===== src/include/pagerank_macros.svh =====
// PageRank compute unit widths and offsets

`ifndef PAGERANK_MACROS_SVH
`define PAGERANK_MACROS_SVH

// Memory format widths
`define PR_ADDR_W 32
`define PR_DATA_W 32
`define PR_DEG_W 16

// Queue and command FIFO depths, powers of two
`define PR_JOB_DEPTH 8
`define PR_CMD_DEPTH 8

//////////////////////////////////////////////////
// APB register map
//////////////////////////////////////////////////

`define PR_REG_CTRL      32'h0000_0000
`define PR_REG_EDGE_BASE 32'h0000_0004
`define PR_REG_RANK_BASE 32'h0000_0008

`endif


===== src/logic/pagerank_pkg.sv =====
// PageRank compute unit types

`default_nettype none

`include "pagerank_macros.svh"

package pagerank_pkg;

	typedef logic [`PR_ADDR_W-1:0] addr_t;
	typedef logic [`PR_DATA_W-1:0] vertex_id_t;
	typedef logic [`PR_DEG_W-1:0]  degree_t;
	// Unsigned fixed point, sums wrap at 32 bits
	typedef logic [`PR_DATA_W-1:0] rank_t;

	// Which array a read belongs to
	typedef enum logic {
		TAG_EDGE,
		TAG_RANK
	} array_tag_t;

	typedef enum logic [1:0] {
		IDLE,
		WALK,
		DRAIN
	} walker_state_t;

	//////////////////////////////////////////////////
	// Bundles
	//////////////////////////////////////////////////

	// edge_start is an index into the edge list
	typedef struct packed {
		vertex_id_t vertex;
		vertex_id_t edge_start;
		degree_t    degree;
	} vertex_job_t;

	typedef struct packed {
		logic       valid;
		array_tag_t tag;
		addr_t      addr;
	} read_cmd_t;

	typedef struct packed {
		logic       valid;
		array_tag_t tag;
		rank_t      data;
	} read_resp_t;

	typedef struct packed {
		logic       valid;
		vertex_id_t vertex;
		rank_t      sum;
	} rank_write_t;

	typedef struct packed {
		logic  enable;
		addr_t edge_base;
		addr_t rank_base;
	} cu_config_t;

endpackage

`default_nettype wire


===== src/logic/cu_config_apb.sv =====
// APB configuration registers

`timescale 1ns/100ps
`default_nettype none

`include "pagerank_macros.svh"

module cu_config_apb (
	input  logic                     clock,
	input  logic                     rstn,
	input  logic                     psel,
	input  logic                     penable,
	input  logic                     pwrite,
	input  pagerank_pkg::addr_t      paddr,
	input  pagerank_pkg::rank_t      pwdata,
	output pagerank_pkg::rank_t      prdata,
	output logic                     pready,
	output pagerank_pkg::cu_config_t cfg
);

	logic                enable;
	pagerank_pkg::addr_t edge_base;
	pagerank_pkg::addr_t rank_base;
	logic                wr_en;

	// No wait states
	assign pready = 1'b1;
	assign wr_en  = psel && penable && pwrite;

	always_ff @(posedge clock or negedge rstn) begin
		if (!rstn) begin
			enable    <= 1'b0;
			edge_base <= '0;
			rank_base <= '0;
		end else if (wr_en) begin
			case (paddr)
				`PR_REG_CTRL:      enable    <= pwdata[0];
				`PR_REG_EDGE_BASE: edge_base <= pwdata;
				`PR_REG_RANK_BASE: rank_base <= pwdata;
				default: ;
			endcase
		end
	end

	// Readback, unmapped offsets read zero
	always_comb begin
		case (paddr)
			`PR_REG_CTRL:      prdata = {{(`PR_DATA_W-1){1'b0}}, enable};
			`PR_REG_EDGE_BASE: prdata = edge_base;
			`PR_REG_RANK_BASE: prdata = rank_base;
			default:           prdata = '0;
		endcase
	end

	assign cfg.enable    = enable;
	assign cfg.edge_base = edge_base;
	assign cfg.rank_base = rank_base;

	// Access phase must follow a selected setup phase
	a_penable_needs_psel: assert property (
		@(posedge clock) disable iff (!rstn) penable |-> psel
	);

endmodule

`default_nettype wire


===== src/logic/vertex_job_queue.sv =====
// Vertex job queue

`timescale 1ns/100ps
`default_nettype none

`include "pagerank_macros.svh"

module vertex_job_queue (
	input  logic                      clock,
	input  logic                      rstn,
	input  pagerank_pkg::vertex_job_t job_in,
	input  logic                      job_valid,
	output logic                      job_ready,
	output pagerank_pkg::vertex_job_t head,
	output logic                      head_valid,
	input  logic                      job_take
);

	localparam int PTR_W = $clog2(`PR_JOB_DEPTH);

	pagerank_pkg::vertex_job_t mem [`PR_JOB_DEPTH];
	logic [PTR_W-1:0]          wr_ptr;
	logic [PTR_W-1:0]          rd_ptr;
	logic [PTR_W:0]            count;
	logic                      live;
	logic                      push;

	// Intake closed during reset and while full
	assign job_ready  = live && (count != (PTR_W+1)'(`PR_JOB_DEPTH));
	assign push       = job_valid && job_ready;
	assign head       = mem[rd_ptr];
	assign head_valid = (count != '0);

	always_ff @(posedge clock or negedge rstn) begin
		if (!rstn) begin
			live   <= 1'b0;
			wr_ptr <= '0;
			rd_ptr <= '0;
			count  <= '0;
		end else begin
			live <= 1'b1;
			if (push)
				wr_ptr <= wr_ptr + 1'b1;
			if (job_take)
				rd_ptr <= rd_ptr + 1'b1;
			count <= count + (PTR_W+1)'(push) - (PTR_W+1)'(job_take);
		end
	end

	always_ff @(posedge clock) begin
		if (push)
			mem[wr_ptr] <= job_in;
	end

	a_no_take_when_empty: assert property (
		@(posedge clock) disable iff (!rstn) job_take |-> head_valid
	);

endmodule

`default_nettype wire


===== src/logic/edge_walker.sv =====
// Edge list walker

`timescale 1ns/100ps
`default_nettype none

module edge_walker (
	input  logic                      clock,
	input  logic                      rstn,
	input  pagerank_pkg::cu_config_t  cfg,
	input  pagerank_pkg::vertex_job_t head,
	input  logic                      head_valid,
	input  logic                      acc_busy,
	output logic                      job_take,
	output logic                      vertex_start,
	input  pagerank_pkg::read_resp_t  edge_resp,
	output pagerank_pkg::read_cmd_t   edge_cmd,
	input  logic                      edge_cmd_ready,
	output pagerank_pkg::read_cmd_t   rank_cmd,
	input  logic                      rank_cmd_ready,
	output pagerank_pkg::degree_t     edges_issued
);

	pagerank_pkg::walker_state_t state;
	pagerank_pkg::vertex_id_t    edge_start;
	pagerank_pkg::degree_t       degree;
	pagerank_pkg::degree_t       edge_sent;
	pagerank_pkg::degree_t       rank_sent;
	pagerank_pkg::vertex_id_t    edge_index;
	pagerank_pkg::addr_t         hold_addr;
	logic                        hold_valid;
	logic                        edge_wait;
	logic                        edge_fire;
	logic                        rank_fire;
	logic                        edge_back;

	// One vertex at a time, accumulator must be free
	assign job_take     = (state == pagerank_pkg::IDLE) && head_valid && cfg.enable && !acc_busy;
	assign vertex_start = job_take;

	assign edge_back  = edge_resp.valid && (edge_resp.tag == pagerank_pkg::TAG_EDGE);
	assign edge_index = edge_start + pagerank_pkg::vertex_id_t'(edge_sent);

	// Edge read waits for an empty holding register and no open edge read,
	// so a response always finds room
	always_comb begin
		edge_cmd.valid = (state == pagerank_pkg::WALK) && (edge_sent != degree) &&
		                 !edge_wait && !hold_valid;
		edge_cmd.tag   = pagerank_pkg::TAG_EDGE;
		edge_cmd.addr  = cfg.edge_base + {edge_index[29:0], 2'b00};
		rank_cmd.valid = hold_valid;
		rank_cmd.tag   = pagerank_pkg::TAG_RANK;
		rank_cmd.addr  = hold_addr;
	end

	assign edge_fire = edge_cmd.valid && edge_cmd_ready;
	assign rank_fire = rank_cmd.valid && rank_cmd_ready;

	//////////////////////////////////////////////////
	// Walker FSM
	//////////////////////////////////////////////////

	always_ff @(posedge clock or negedge rstn) begin
		if (!rstn) begin
			state        <= pagerank_pkg::IDLE;
			edge_sent    <= '0;
			rank_sent    <= '0;
			edge_wait    <= 1'b0;
			hold_valid   <= 1'b0;
			edges_issued <= '0;
		end else begin
			case (state)
				pagerank_pkg::IDLE: begin
					if (job_take) begin
						edge_sent <= '0;
						rank_sent <= '0;
						// Degree 0 is finished by the accumulator alone
						if (head.degree != '0)
							state <= pagerank_pkg::WALK;
					end
				end
				pagerank_pkg::WALK: begin
					if (edge_fire && (pagerank_pkg::degree_t'(edge_sent + 16'd1) == degree))
						state <= pagerank_pkg::DRAIN;
				end
				pagerank_pkg::DRAIN: begin
					if (rank_sent == degree)
						state <= pagerank_pkg::IDLE;
				end
				default: state <= pagerank_pkg::IDLE;
			endcase
			if (edge_fire) begin
				edge_sent    <= edge_sent + 16'd1;
				edges_issued <= edges_issued + 16'd1;
				edge_wait    <= 1'b1;
			end else if (edge_back) begin
				edge_wait <= 1'b0;
			end
			if (edge_back)
				hold_valid <= 1'b1;
			else if (rank_fire)
				hold_valid <= 1'b0;
			if (rank_fire)
				rank_sent <= rank_sent + 16'd1;
		end
	end

	always_ff @(posedge clock) begin
		if (job_take) begin
			edge_start <= head.edge_start;
			degree     <= head.degree;
		end
		// Neighbor ID to rank address
		if (edge_back)
			hold_addr <= cfg.rank_base + {edge_resp.data[29:0], 2'b00};
	end

	// A stray edge response would overwrite a pending rank read
	a_hold_not_overrun: assert property (
		@(posedge clock) disable iff (!rstn) edge_back |-> !hold_valid
	);

endmodule

`default_nettype wire


===== src/logic/rank_accumulator.sv =====
// Rank accumulator

`timescale 1ns/100ps
`default_nettype none

module rank_accumulator (
	input  logic                      clock,
	input  logic                      rstn,
	input  logic                      vertex_start,
	input  pagerank_pkg::vertex_job_t head,
	input  pagerank_pkg::read_resp_t  rank_resp,
	output logic                      acc_busy,
	output pagerank_pkg::rank_write_t rank_write,
	output pagerank_pkg::vertex_id_t  vertex_count
);

	logic                     busy;
	pagerank_pkg::vertex_id_t vertex;
	pagerank_pkg::degree_t    degree;
	pagerank_pkg::degree_t    count;
	pagerank_pkg::degree_t    next_count;
	pagerank_pkg::rank_t      sum;
	pagerank_pkg::rank_t      next_sum;
	logic                     rank_back;
	logic                     wr_valid;
	pagerank_pkg::vertex_id_t wr_vertex;
	pagerank_pkg::rank_t      wr_sum;
	logic                     last;

	assign rank_back  = rank_resp.valid && (rank_resp.tag == pagerank_pkg::TAG_RANK);
	assign next_count = count + 16'd1;
	assign next_sum   = sum + rank_resp.data;
	assign last       = rank_back && busy && (next_count == degree);

	always_ff @(posedge clock or negedge rstn) begin
		if (!rstn) begin
			busy         <= 1'b0;
			count        <= '0;
			wr_valid     <= 1'b0;
			vertex_count <= '0;
		end else begin
			wr_valid <= 1'b0;
			if (vertex_start) begin
				count <= '0;
				busy  <= (head.degree != '0);
				// Empty edge list completes at once
				if (head.degree == '0) begin
					wr_valid     <= 1'b1;
					vertex_count <= vertex_count + 1'b1;
				end
			end else if (rank_back && busy) begin
				count <= next_count;
				if (last) begin
					busy         <= 1'b0;
					wr_valid     <= 1'b1;
					vertex_count <= vertex_count + 1'b1;
				end
			end
		end
	end

	always_ff @(posedge clock) begin
		if (vertex_start) begin
			vertex    <= head.vertex;
			degree    <= head.degree;
			sum       <= '0;
			wr_vertex <= head.vertex;
			wr_sum    <= '0;
		end else if (rank_back && busy) begin
			sum <= next_sum;
			if (last) begin
				wr_vertex <= vertex;
				wr_sum    <= next_sum;
			end
		end
	end

	assign acc_busy          = busy;
	assign rank_write.valid  = wr_valid;
	assign rank_write.vertex = wr_vertex;
	assign rank_write.sum    = wr_sum;

	a_rank_only_when_busy: assert property (
		@(posedge clock) disable iff (!rstn) rank_back |-> acc_busy
	);

endmodule

`default_nettype wire


===== src/logic/read_command_port.sv =====
// Read command merge and bus port

`timescale 1ns/100ps
`default_nettype none

`include "pagerank_macros.svh"

module read_command_port (
	input  logic                    clock,
	input  logic                    rstn,
	input  pagerank_pkg::read_cmd_t edge_cmd,
	input  pagerank_pkg::read_cmd_t rank_cmd,
	output logic                    edge_cmd_ready,
	output logic                    rank_cmd_ready,
	input  logic                    read_bus_grant,
	output logic                    read_bus_request,
	output pagerank_pkg::read_cmd_t read_cmd
);

	localparam int PTR_W = $clog2(`PR_CMD_DEPTH);

	pagerank_pkg::read_cmd_t mem [`PR_CMD_DEPTH];
	logic [PTR_W-1:0]        wr_ptr;
	logic [PTR_W-1:0]        rd_ptr;
	logic [PTR_W:0]          count;
	logic                    room;
	logic                    rank_turn;
	logic                    pick_rank;
	logic                    push;
	logic                    pop;
	pagerank_pkg::read_cmd_t push_cmd;

	//////////////////////////////////////////////////
	// Round-robin merge
	//////////////////////////////////////////////////

	// Stop accepting once almost full
	assign room      = (count < (PTR_W+1)'(`PR_CMD_DEPTH - 1));
	assign pick_rank = rank_cmd.valid && (rank_turn || !edge_cmd.valid);

	assign edge_cmd_ready = room && !pick_rank;
	assign rank_cmd_ready = room && pick_rank;

	assign push     = room && (edge_cmd.valid || rank_cmd.valid);
	assign push_cmd = pick_rank ? rank_cmd : edge_cmd;

	//////////////////////////////////////////////////
	// Command FIFO and bus side
	//////////////////////////////////////////////////

	assign read_bus_request = (count != '0);
	assign pop              = read_bus_grant && read_bus_request;

	always_comb begin
		read_cmd       = mem[rd_ptr];
		read_cmd.valid = pop;
	end

	always_ff @(posedge clock or negedge rstn) begin
		if (!rstn) begin
			wr_ptr    <= '0;
			rd_ptr    <= '0;
			count     <= '0;
			rank_turn <= 1'b0;
		end else begin
			if (push) begin
				wr_ptr    <= wr_ptr + 1'b1;
				// Other source gets priority next
				rank_turn <= !pick_rank;
			end
			if (pop)
				rd_ptr <= rd_ptr + 1'b1;
			count <= count + (PTR_W+1)'(push) - (PTR_W+1)'(pop);
		end
	end

	always_ff @(posedge clock) begin
		if (push)
			mem[wr_ptr] <= push_cmd;
	end

	a_grant_needs_request: assert property (
		@(posedge clock) disable iff (!rstn) read_bus_grant |-> read_bus_request
	);

endmodule

`default_nettype wire


===== src/logic/cu_vertex_pagerank.sv =====
// PageRank vertex compute unit

`timescale 1ns/100ps
`default_nettype none

module cu_vertex_pagerank (
	input  logic                      clock,
	input  logic                      rstn,
	input  logic                      psel,
	input  logic                      penable,
	input  logic                      pwrite,
	input  pagerank_pkg::addr_t       paddr,
	input  pagerank_pkg::rank_t       pwdata,
	output pagerank_pkg::rank_t       prdata,
	output logic                      pready,
	input  pagerank_pkg::vertex_job_t job_in,
	input  logic                      job_valid,
	output logic                      job_ready,
	output pagerank_pkg::read_cmd_t   read_cmd,
	output logic                      read_bus_request,
	input  logic                      read_bus_grant,
	input  pagerank_pkg::read_resp_t  read_resp,
	output pagerank_pkg::rank_write_t rank_write,
	output pagerank_pkg::vertex_id_t  vertex_count,
	output pagerank_pkg::degree_t     edges_issued
);

	pagerank_pkg::cu_config_t  cfg;
	pagerank_pkg::vertex_job_t head;
	logic                      head_valid;
	logic                      job_take;
	logic                      vertex_start;
	logic                      acc_busy;
	pagerank_pkg::read_cmd_t   edge_cmd;
	pagerank_pkg::read_cmd_t   rank_cmd;
	logic                      edge_cmd_ready;
	logic                      rank_cmd_ready;

	//////////////////////////////////////////////////
	// Input side
	//////////////////////////////////////////////////

	cu_config_apb u_config (
		.clock  (clock),
		.rstn   (rstn),
		.psel   (psel),
		.penable(penable),
		.pwrite (pwrite),
		.paddr  (paddr),
		.pwdata (pwdata),
		.prdata (prdata),
		.pready (pready),
		.cfg    (cfg)
	);

	vertex_job_queue u_job_queue (
		.clock     (clock),
		.rstn      (rstn),
		.job_in    (job_in),
		.job_valid (job_valid),
		.job_ready (job_ready),
		.head      (head),
		.head_valid(head_valid),
		.job_take  (job_take)
	);

	//////////////////////////////////////////////////
	// Processing, both consumers see every response
	//////////////////////////////////////////////////

	edge_walker u_walker (
		.clock         (clock),
		.rstn          (rstn),
		.cfg           (cfg),
		.head          (head),
		.head_valid    (head_valid),
		.acc_busy      (acc_busy),
		.job_take      (job_take),
		.vertex_start  (vertex_start),
		.edge_resp     (read_resp),
		.edge_cmd      (edge_cmd),
		.edge_cmd_ready(edge_cmd_ready),
		.rank_cmd      (rank_cmd),
		.rank_cmd_ready(rank_cmd_ready),
		.edges_issued  (edges_issued)
	);

	rank_accumulator u_accumulator (
		.clock       (clock),
		.rstn        (rstn),
		.vertex_start(vertex_start),
		.head        (head),
		.rank_resp   (read_resp),
		.acc_busy    (acc_busy),
		.rank_write  (rank_write),
		.vertex_count(vertex_count)
	);

	//////////////////////////////////////////////////
	// Output side
	//////////////////////////////////////////////////

	read_command_port u_cmd_port (
		.clock           (clock),
		.rstn            (rstn),
		.edge_cmd        (edge_cmd),
		.rank_cmd        (rank_cmd),
		.edge_cmd_ready  (edge_cmd_ready),
		.rank_cmd_ready  (rank_cmd_ready),
		.read_bus_grant  (read_bus_grant),
		.read_bus_request(read_bus_request),
		.read_cmd        (read_cmd)
	);

endmodule

`default_nettype wire


===== config.mk =====
export PLATFORM = sky130hd
export DESIGN_NAME = cu_vertex_pagerank
export DESIGN_NICKNAME = d
export VERILOG_FILES = /design/src/logic/pagerank_pkg.sv /design/src/logic/cu_config_apb.sv /design/src/logic/vertex_job_queue.sv /design/src/logic/edge_walker.sv /design/src/logic/rank_accumulator.sv /design/src/logic/read_command_port.sv /design/src/logic/cu_vertex_pagerank.sv
export VERILOG_INCLUDE_DIRS = /design/src /design/src/include
export SDC_FILE = /design/constraint.sdc
export NUM_CORES = 2
export LEC_CHECK = 0
export ABC_AREA = 1
export BUFFER_PORTS_ARGS = -buffer_cell sky130_fd_sc_hd__buf_4
export CAP_MARGIN = 15
export CORE_ASPECT_RATIO = 1.4
export CORE_MARGIN = 2
export CORE_UTILIZATION = 58
export DETAILED_ROUTE_END_ITERATION = 16
export GPL_TIMING_DRIVEN = 0
export PLACE_DENSITY = 0.77
export SYNTH_ARGS = -nofsm -noshare
export SYNTH_HDL_FRONTEND = slang
export SYNTH_SLANG_ARGS = --single-unit

===== constraint.sdc =====
create_clock -name clock -period 10.3 [get_ports clock]
set_input_delay 1.03 -clock clock [delete_from_list [all_inputs] [get_ports clock]]
set_output_delay 1.03 -clock clock [all_outputs]
set_load 0.02 [all_outputs]

==> run metrics <==
status finished, final reports clean; layout cells sized above 1 around 11%; flop2flop setup slack 4.63 ns; post-synth cell types between 50 and 60; DRT Wirelength roughly 180 mm; Resize count post-CTS 0; Pwr Total roughly 14 mW; hold slack approximately 0.27 ns; vias in the first global route 45.1k; Yosys Warn Count 0; DRT antenna net count 0; FF+latch count, synth roughly 1.3k; Top FF cell, synth edfxtp_1; Fin Setup TNS 0 ns; # IOs 367; Syn Std Cell Area ~59000 um2; min Tclk post-route 5.67 ns; CP Max Fanout 8; Mapped Cells approximately 5.7k; Least-Margin Pin Slew approximately 1.1 ns; Syn Area/Cell 10.2 um2; clk slew on worst S/H paths roughly 0.070 ns; initial antenna violation count 12; pin count of the biggest net entering global routing 98; unrepaired setup endpoints after global routing false; Detailed Routing Iterations Pass 1 8; clk sink count between 1k and 1.5k; CP endpoint kind flip-flop; Num CTS Buffers around 110; Finish-stage setup viols 0; worst-case vdd ir drop 190 uV; most frequent cells in the layout nor2_1, edfxtp_1, nand2_1, o21ai_0, inv_1; Vias/cell ~5.9; WP data required around 11 ns; Max-cap violations 0; Final period util between 50% and 60%; GP Congestion around 0.97; Most flops, register u_job_queue.mem; via count ~46k; Die Span X roughly 270 um; Die Y-Extent between 300 and 400 um; LEAKAGE approximately 27 nW; Net Sw Frac between 30% and 40%; initial core utilization between 50% and 60%; initial DRC count ~4.7k; dpl hpwl ~130 mm; Fmax 0.176 GHz; grt total ovfl 0; internal power component between 9 and 10 mW; Largest register FFs roughly 620; clk root buf clkbuf_16; DR WL/cell roughly 23 um; clock latency on the worst-skew pair roughly 0.75 ns; # nets final 6573; CTS Buffer Depth 3; die area 104000 um2; CTS tree done; Fin Clk Skew 0.0428 ns; startpoint types flip-flop; number of flops mapped to enable cells by yosys roughly 1k; post-CTS setup repair buffer count 0; largest registers u_job_queue.mem x624, u_cmd_port.mem x264; sequential fraction of the synthesis area around 63%; relative slew slack between 20% and 30%; Hold Path Class input pin to async pin; most common cell after layout, fill and taps aside nor2_1; clock power share around a third; FP Rows about 140; Critical Path AT around 6.1 ns; Synth-to-Final Area Change 15.9%; gr usage total between 30% and 40%; Final Hold Fails 0; Cell Pwr Density 207 nW/um2; sequential power share a little under half; H-tree depth 3; I/O Buffers 363; Sw Pwr roughly 4.4 mW; CORE AREA approximately 100000 um2; first-pass GRT wire length 263 mm; final count of pins violating max slew 0; DRC 0; FFs w/ async S/R, synth between 10% and 20%; combinational power share 23.2%; hold-fix buffers at CTS 0; WS Path Type flip-flop to flip-flop
final timing paths:
check / startpoint / to / depth (start not counted)
max: u_walker.edge_sent[0]$_DFFE_PN0P_ / u_cmd_port.mem[4][19]$_DFFE_PP_ / 18
min: rstn / u_job_queue.wr_ptr[0]$_DFFE_PN0P_ / 1
max reg2reg: u_walker.edge_sent[0]$_DFFE_PN0P_ / u_cmd_port.mem[4][19]$_DFFE_PP_ / 18
min reg2reg: u_accumulator.wr_sum[14]$_SDFFE_PP0P_ / u_accumulator.wr_sum[14]$_SDFFE_PP0P_ / 2
max in group asynchronous: rstn / u_walker.edges_issued[6]$_DFFE_PN0P_ / 2
min in group clock: u_accumulator.wr_sum[14]$_SDFFE_PP0P_ / u_accumulator.wr_sum[14]$_SDFFE_PP0P_ / 2
cells in the mapped netlist, types with 11 or more instances:
cell	count	area, um2
nand2_1	910	3420
buf_4	11	82.6
nand3b_1	11	82.6
nor2_1	1050	3940
o22ai_1	155	970
a21o_1	13	97.6
xor2_1	118	1030
nand3_1	222	1110
or2_2	14	87.6
buf_1	14	52.6
xnor2_1	53	464
dfxtp_1	64	1280
a22o_1	28	245
o21ai_0	588	2940
inv_1	381	1430
nor4_1	25	156
nand4_1	83	519
edfxtp_1	1030	30900
a21oi_1	125	626
buf_6	11	124
clkbuf_1	188	706
a31oi_1	109	682
dfrtp_1	188	4700
nor3_1	51	255
buf_2	27	135
ha_1	129	1610
o21ai_1	54	270
per-stage QoR:
stage               cells  cell area [um2]  util, %  setup WS, ns
floorplan            5730            58600        -          5.05
global placement     7423            63000     62.6          1.74
detailed placement   7466            64000     63.6          4.72
CTS                  7678            67900     67.4          4.73
global route         7684            67900     67.5          4.30
finish               7686            67900     67.5          4.63
critical path, cell delays in order (launching register included):
cell	delay, ns
dfrtp_1	0.49
ha_1	0.26
fa_1	0.25
nand3_1	0.10
nand2_1	0.11
nand2_1	0.06
a21oi_1	0.21
nand2_1	0.13
o21ai_0	0.46
a21oi_1	0.17
xnor2_1	0.19
ha_1	0.36
nand2_1	0.12
nor2_1	0.32
nand2_1	0.07
o21ai_0	0.71
a21oi_1	0.18
or2_2	0.32
a31oi_1	0.78
kinds of logic (layout without fill, tap and decap cells):
group                    Yosys count  after routing  synth area share [%]
XOR/XNOR                         171            171                  2.56
multiplexers                       2              2                0.0342
buffers and inverters            642           1262                  4.38
AND/OR/NAND/NOR                 2389           2389                  16.7
adder cells (fa/ha/maj)          135            135                  2.96
flip-flops                      1282           1282                  63.0
other                              1              8               0.00640
AO/OA/AOI/OAI                   1107           1107                  10.4
metal layers:
layer / up-vias / wire (um) / global-route usage, %
met5: - / 53 / 0
met4: 10 / 10900 / 19.4
met3: 519 / 12900 / 5.33
met2: 2234 / 90900 / 59.8
met1: 22000 / 62100 / 37.8
li1: 21000 / - / -
cell type report:
cell class,count,area [um2]
Tap cell,1330,1660
Multi-Input combinational cell,3806,19300
Antenna cell,6,15.0
Timing Repair Buffer,408,3590
Clock buffer,147,3140
Fill cell,7461,32700
Inverter,391,1470
Sequential cell,1282,36900
Buffer,251,1100
Clock inverter,65,774
power groups by stage:
stage	combinational (mW)	sequential, mW	clock (mW)
after floorplan	1.89	6.45	0
after global placement	3.01	6.51	0
after detailed placement	3.22	6.47	0
after CTS	3.24	6.36	4.47
after global routing	3.55	6.40	4.66
final	3.27	6.37	4.45
Power figures use the tool's default switching activity.
